==> src/rtl/snowflake_pkg.sv <==
/* Snowflake shared types */

`default_nettype none

package snowflake_pkg;

    // ====================
    // Bus vector types
    // ====================

    // One data word on either core port or target bus
    typedef logic [31:0] word_t;

    // Byte address as issued by the core
    typedef logic [31:0] addr_t;

    // Bit n enables byte n of a word
    typedef logic [3:0] mask_t;

    // LED port value
    typedef logic [7:0] led_t;

    // ====================
    // System space
    // ====================

    // Register count in one 256-byte system region
    localparam int SYS_WORDS = 64;

endpackage

`default_nettype wire

==> src/rtl/bus_ifs.sv <==
/* Bus target interfaces */

`timescale 1ns/10ps
`default_nettype none

// Main memory port, with byte mask
interface mem_if
    import snowflake_pkg::*;
(
    input logic clk,
    input logic rstz
);

    addr_t addr;
    word_t wr_data;
    logic  en;
    logic  wr_en;
    mask_t wr_mask;
    word_t rd_data;

    modport master (
        output addr, wr_data, en, wr_en, wr_mask,
        input  rd_data
    );

    modport target (
        input  clk, rstz,
        input  addr, wr_data, en, wr_en, wr_mask,
        output rd_data
    );

endinterface

// System register port, full-word writes only
interface sys_if
    import snowflake_pkg::*;
(
    input logic clk,
    input logic rstz
);

    addr_t addr;
    word_t wr_data;
    logic  en;
    logic  wr_en;
    word_t rd_data;

    modport master (
        output addr, wr_data, en, wr_en,
        input  rd_data
    );

    modport target (
        input  clk, rstz,
        input  addr, wr_data, en, wr_en,
        output rd_data
    );

endinterface

`default_nettype wire

==> src/rtl/snowflake_system_bus.sv <==
/* Snowflake system bus */

`timescale 1ns/10ps
`default_nettype none

module snowflake_system_bus
    import snowflake_pkg::*;
#(
    parameter logic [3:0] SYSTEM_ID = 4'h0
) (
    input  logic  clk,
    input  logic  rstz,
    // Instruction port
    input  addr_t instr_addr,
    input  logic  instr_req,
    output word_t instr_data,
    output logic  instr_ack,
    // Data port
    input  addr_t data_addr,
    input  word_t data_wr_data,
    input  mask_t data_wr_mask,
    input  logic  data_wr_en,
    input  logic  data_req,
    output word_t data_rd_data,
    output logic  data_ack,
    // Targets
    mem_if.master mem,
    sys_if.master sys
);

    logic       is_system;
    logic [3:0] region;
    logic       mem_data_req;
    logic       sys_data_req;
    logic       instr_grant;

    // Grant flags, one per possible acknowledge source
    logic       instr_grant_q;
    logic       mem_data_grant_q;
    logic       sys_data_grant_q;

    // ====================
    // Address decode
    // ====================

    // Bit 12 splits memory from system space
    assign is_system = data_addr[12];
    assign region    = data_addr[11:8];

    assign mem_data_req = data_req && !is_system;
    // Other system regions fall through and are never acknowledged
    assign sys_data_req = data_req && is_system && (region == SYSTEM_ID);

    // Data wins the memory port, instruction waits
    assign instr_grant = instr_req && !mem_data_req;

    // ====================
    // Main memory side
    // ====================

    always_comb begin
        mem.en      = instr_req || mem_data_req;
        mem.wr_en   = mem_data_req && data_wr_en;
        mem.addr    = mem_data_req ? data_addr : instr_addr;
        mem.wr_data = data_wr_data;
        mem.wr_mask = data_wr_mask;
    end

    // ====================
    // System side
    // ====================

    always_comb begin
        sys.en      = sys_data_req;
        sys.wr_en   = sys_data_req && data_wr_en;
        sys.addr    = data_addr;
        sys.wr_data = data_wr_data;
    end

    // ====================
    // Grants
    // ====================

    always_ff @(posedge clk) begin
        if (!rstz) begin
            instr_grant_q    <= 1'b0;
            mem_data_grant_q <= 1'b0;
            sys_data_grant_q <= 1'b0;
        end
        else begin
            instr_grant_q    <= instr_grant;
            mem_data_grant_q <= mem_data_req;
            sys_data_grant_q <= sys_data_req;
        end
    end

    // ====================
    // Responses
    // ====================

    // Instructions only ever come from memory
    assign instr_data = mem.rd_data;
    assign instr_ack  = instr_grant_q;

    // At most one data grant is set in any cycle
    always_comb begin
        data_ack     = mem_data_grant_q || sys_data_grant_q;
        data_rd_data = sys_data_grant_q ? sys.rd_data : mem.rd_data;
    end

endmodule

`default_nettype wire

==> src/flat_wrapper.sv <==
// flat-port wrapper written by rule: the top's interface ports become plain ports
module snowflake_system_bus_flat import snowflake_pkg::*;
#(
    parameter logic [3:0] SYSTEM_ID = 4'h0
)
  (clk, rstz, instr_addr, instr_req, instr_data, instr_ack, data_addr, data_wr_data, data_wr_mask, data_wr_en, data_req, data_rd_data, data_ack, mem_addr, mem_wr_data, mem_en, mem_wr_en, mem_wr_mask, mem_rd_data, sys_addr, sys_wr_data, sys_en, sys_wr_en, sys_rd_data);
  mem_if mem_i (.clk(clk), .rstz(rstz));
  sys_if sys_i (.clk(clk), .rstz(rstz));
  input  logic clk;
  input  logic rstz;
  input  addr_t instr_addr;
  input  logic instr_req;
  output word_t instr_data;
  output logic instr_ack;
  input  addr_t data_addr;
  input  word_t data_wr_data;
  input  mask_t data_wr_mask;
  input  logic data_wr_en;
  input  logic data_req;
  output word_t data_rd_data;
  output logic data_ack;
  output wire logic [$bits(mem_i.addr)-1:0] mem_addr;
  output wire logic [$bits(mem_i.wr_data)-1:0] mem_wr_data;
  output wire logic [$bits(mem_i.en)-1:0] mem_en;
  output wire logic [$bits(mem_i.wr_en)-1:0] mem_wr_en;
  output wire logic [$bits(mem_i.wr_mask)-1:0] mem_wr_mask;
  input wire logic [$bits(mem_i.rd_data)-1:0] mem_rd_data;
  output wire logic [$bits(sys_i.addr)-1:0] sys_addr;
  output wire logic [$bits(sys_i.wr_data)-1:0] sys_wr_data;
  output wire logic [$bits(sys_i.en)-1:0] sys_en;
  output wire logic [$bits(sys_i.wr_en)-1:0] sys_wr_en;
  input wire logic [$bits(sys_i.rd_data)-1:0] sys_rd_data;
  assign mem_addr = mem_i.addr;
  assign mem_wr_data = mem_i.wr_data;
  assign mem_en = mem_i.en;
  assign mem_wr_en = mem_i.wr_en;
  assign mem_wr_mask = mem_i.wr_mask;
  assign mem_i.rd_data = mem_rd_data;
  assign sys_addr = sys_i.addr;
  assign sys_wr_data = sys_i.wr_data;
  assign sys_en = sys_i.en;
  assign sys_wr_en = sys_i.wr_en;
  assign sys_i.rd_data = sys_rd_data;
  snowflake_system_bus #(.SYSTEM_ID(SYSTEM_ID)) u_core (.clk(clk), .rstz(rstz), .instr_addr(instr_addr), .instr_req(instr_req), .instr_data(instr_data), .instr_ack(instr_ack), .data_addr(data_addr), .data_wr_data(data_wr_data), .data_wr_mask(data_wr_mask), .data_wr_en(data_wr_en), .data_req(data_req), .data_rd_data(data_rd_data), .data_ack(data_ack), .mem(mem_i), .sys(sys_i));
endmodule
==> config.mk <==
export PLATFORM = sky130hd
export DESIGN_NAME = snowflake_system_bus_flat
export DESIGN_NICKNAME = d
export VERILOG_FILES = /design/src/rtl/snowflake_pkg.sv /design/src/rtl/bus_ifs.sv /design/src/rtl/snowflake_system_bus.sv /design/src/flat_wrapper.sv
export SDC_FILE = /design/constraint.sdc
export NUM_CORES = 1
export LEC_CHECK = 0
export BUFFER_PORTS_ARGS = -buffer_cell sky130_fd_sc_hd__buf_2
export CAP_MARGIN = 25
export CORE_AREA = 2 2 143 145
export CTS_BUF_LIST = sky130_fd_sc_hd__clkbuf_4
export DETAILED_ROUTE_END_ITERATION = 10
export DIE_AREA = 0 0 145 147
export GPL_TIMING_DRIVEN = 1
export PLACE_DENSITY_LB_ADDON = 0.12
export REMOVE_ABC_BUFFERS = 1
export SLEW_MARGIN = 10
export SYNTH_ARGS = -nofsm -noshare
export SYNTH_HDL_FRONTEND = slang
export SYNTH_SLANG_ARGS = --single-unit
==> constraint.sdc <==
create_clock -name clk -period 2.02 [get_ports clk]
set_clock_uncertainty 0.05 [all_clocks]
set_input_delay 0.404 -clock clk [delete_from_list [all_inputs] [get_ports clk]]
set_output_delay 0.404 -clock clk [all_outputs]
set_load 0.05 [all_outputs]
======== Yosys cells after proc, flatten, opt, wreduce, memory -nomap -nowiden ========
Index checks and enable logic that the tools add are counted.
operators by class
  add/subtract/negate cells ............... 0
  multipliers ............................. 0
  divide/modulo/power cells ............... 0
  magnitude comparators ................... 0
  eq/ne operators ......................... 0
  shift-type cells ........................ 0
  mux-type cells .......................... 2
  bitwise logic cells ..................... 0
  reductions and logical operators ........ 11
operators with widths
  operator            count
  32-bit two-way mux  2
  1-bit logical AND   6
  4-bit zero test     1
  1-bit zero test     2
  1-bit logical OR    2
word-level totals
  bits in registers ....................... 3
  latch bits .............................. 0
  RAM bits ................................ 0
  ROM bits ................................ 0
  input port bits ......................... 169
  output and inout port bits .............. 202
  logic and storage cells ................. 16
  memories kept ........................... 0

======== Depth between registers and ports, before layout ========
  word-level depth ........................ 4
  gate-level depth with buffers ........... 4
  gate-level depth less buffers ........... 2

======== Worst setup path after synthesis ========
Ideal clock, no wire load.
  path kind ............................... input to output
  start ................................... in data_addr[11]
  end ..................................... out sys_wr_en
  arrival time ............................ 2,048 ps
  required time ........................... 1,566 ps
  slack ................................... -482 ps
  cell stages on the path ................. 2
  path buffers ............................ 0
  path through ............................ or4b_4 -> nor3_1
on the way
  cells in the longest elaborated chain, start to end .. 3
RTL lines
  item               RTL line                    RTL
  start, declared    flat_wrapper.sv:15          input addr_t data_addr;
  4-bit zero test    snowflake_system_bus.sv:52  assign sys_data_req = data_req && is_system && (region == SYSTEM_ID);
  1-bit logical AND  snowflake_system_bus.sv:52
  1-bit logical AND  snowflake_system_bus.sv:75  sys.wr_en = sys_data_req && data_wr_en;
  end, declared      flat_wrapper.sv:31          output wire logic [$bits(sys_i.wr_en)-1:0] sys_wr_en;
Every way passes these cells.

======== Final worst setup path ========
  start ................................... in data_addr[12]
  end ..................................... out mem_addr[28]
on the way
  cells in the longest elaborated chain, start to end .. 3
RTL lines
  item                RTL line                    RTL
  1-bit zero test     snowflake_system_bus.sv:50  assign mem_data_req = data_req && !is_system;
  1-bit logical AND   snowflake_system_bus.sv:50
  32-bit two-way mux  snowflake_system_bus.sv:64  mem.addr = mem_data_req ? data_addr : instr_addr;
  end, declared       flat_wrapper.sv:22          output wire logic [$bits(mem_i.addr)-1:0] mem_addr;
Every way passes these cells.

==> summary.txt <==
Timing
  – Minimum clock period: 1990 ps
  – Setup violations, final: 0
  – Crit share post-route: 98.6%
  – Slew Viols, Final: 0
  – Final hold vios: 0
  – Worst slew pin tran: 292 ps
  – RSZ-0062 raised after global routing: true
  – Final WS setup: 28.5 ps
  – Relative max-transition margin: 80.7%
  – Fmax: 502 MHz

Synthesis
  – Cells after synthesis: 220
  – Post-synth ARST share: 0%
  – Post-Synth XOR/XNOR Area: 0%
  – Main combinational cell family by area after synthesis: buffers and inverters
  – Synth area leaders: buf_4 (49%), mux2_2 (21%), mux2_4 (19%)
  – Synthesized cell area: 2030 µm²
  – Post-synth EDFFs: 0
  – Synth unique cells: 16
  – Largest area contributor in the netlist: buf_4
  – Synth Area in Simple Gates: 4.44%
  – Multiplexer share of the synthesized area: 39.6%
  – Most common cell in the netlist: buf_4
  – Compound-Gate Fraction of Synth Area: 0%
  – Synth cell count leaders: buf_4 (132), mux2_2 (38), mux2_4 (25), buf_2 (4)
  – Share of the synthesized area in the top cell type: 48.9%
  – Yosys reg bits: 3
  – Syn Area/Cell: 9.21 µm²
  – Sequential element share of the synthesized area: 2.96%
  – Synth warnings: 0
  – Post-synth top flop: dfxtp_1
  – Post-synthesis adder-cell area fraction: 0%

Status
  – Status: complete, no violations

Final layout
  – Reg area: 60.1 µm²
  – Filler cell count: 2288
  – Layout area overhead: 36.0%
  – Inserted Diodes: 0
  – Non-filler instance count after layout: 626
  – Multi-input gate area: 896 µm²
  – Fraction of final layout cells sized beyond drive strength 1: 96.6%
  – Final net count: 526
  – Util after Layout: 13.9%

Drt
  – DR DRC count: 0
  – Routed vias/inst: 3.22
  – Initial DRT Pass Iterations: 4
  – Final WL: 10200 µm
  – Drt wl/cell: 16.3 µm
  – Post-route ant nets: 0
  – First DRT Iteration DRCs: 22
  – Via count: 2015

Floorplanning
  – Initial core utilization: 10.2%
  – Top Ports: 371
  – Chip Width: 145 µm
  – Die Area: 21300 µm²
  – Core Rows: 52
  – Area of the core: 19800 µm²
  – Die Y: 147 µm

Worst setup path
  – CP max FO: 13
  – CP Launch Type: input pin
  – Data required time at the worst endpoint: 1570 ps
  – CP arrival: 1540 ps
  – Crit path capture type: output port
  – CP Class: in -> out

Place
  – Dpl ws: 4.99 ps
  – Final HPWL DP: 8690 µm
  – Routability-driven placement congestion ratio: 0.802
  – Placed cells: 621
  – Number of port buffers: 266

Flow run
  – Max-cap violations: 0

CTS
  – Clock Tree Buf Depth: 2
  – CTS clk-pin slew, worst paths: 40 ps
  – Hold buffers post-CTS: 0
  – CTS Root Cell: clkbuf_4
  – Postcts setup bufs: 0
  – Clock buffer count from CTS: 3
  – CTS tree: done
  – Sink Count: 3
  – H-tree depth: 1
  – Post_cts resized: 0

Pwr
  – Power per cell area: 440 nW/µm²
  – Sw frac: 62.4%
  – Leakage dissipation: 1.50 nW
  – Clock group share of total power: 9.9%
  – Combinational share of power: 85.0%
  – Sequential fraction of design power: 5.1%
  – Net Sw Power: 758 µW
  – Worst vdd ir: 0.135 mV
  – Int Pwr: 456 µW

Global route
  – Initial antenna violation count: 0
  – Largest net degree at the start of global routing: 34
  – Grt total ovfl: 0
  – Vias in the first global route: 2079
  – First-pass GRT wire length: 13500 µm
  – Tot GR Track Use: 8.55%

Hold path
  – HP Class: in -> reg
## state kept, by name, indices dropped and copies added, names as in the netlist
register                 flops
u_core.mem_data_grant_q      1
u_core.instr_ack             1
u_core.sys_data_grant_q      1
## metal layers
layer,GRT usage [%],routed length (µm)
met5,2.95,0
met3,6.96,2110
met4,1.49,59
met2,13.4,4410
met1,8.82,3630
## cells in the final DEF (no fill, tap or decap), types with 2 or more instances in the layout
master / count
and2_1: 2
buf_12: 2
buf_2: 262
buf_4: 4
clkbuf_4: 6
dfxtp_1: 3
mux2_2: 38
mux2_4: 25
nand2_1: 3
nor3_1: 2
or2_2: 2
## metrics by stage
stage / total power, mW / TNS [ps] / area, µm² / hold WS, ps
2_1_floorplan: 0.534 / -16490 / 953 / 431
3_3_place_gp: 1.10 / -12.9 / 2690 / 605
3_5_place_dp: 1.09 / 0 / 2690 / 600
4_1_cts: 1.22 / 0 / 2720 / 356
5_1_grt: 1.27 / -278 / 2760 / 364
6_report: 1.21 / 0 / 2760 / 367
## path summary, 6_finish.rpt
kind | start | endpoint | slack [ps] | depth (start not counted)
setup / recovery | data_addr[12] | mem_addr[28] | 30 | 5
hold / removal | rstz | u_core.mem_data_grant_q$_SDFF_PN0_ | 370 | 2
## critical path: stages
cell	delay, ps
buf_2	110
and2b_4	300
clkbuf_16	200
mux2_4	300
buf_2	210
## power groups by stage
stage	sequential [mW]	clock [mW]	combinational [mW]
floorplan	0.0675	0	0.467
global placement	0.0632	0	1.04
detailed placement	0.0631	0	1.03
CTS	0.0622	0.125	1.03
global route	0.0623	0.135	1.08
finish	0.0622	0.120	1.03
## area by class of cell
type                            instances  area share (%)
Clock buffer                            4            1.09
Multi-Input combinational cell         77            32.5
Sequential cell                         3            2.18
Tap cell                              270            12.3
Timing Repair Buffer                  272            52.0
## cell families after synthesis
group	after synthesis
buffers and inverters	140
flip-flops	3
multiplexers	63
AND/OR/NAND/NOR	14
No activity file was read; power rests on OpenSTA's default activity.
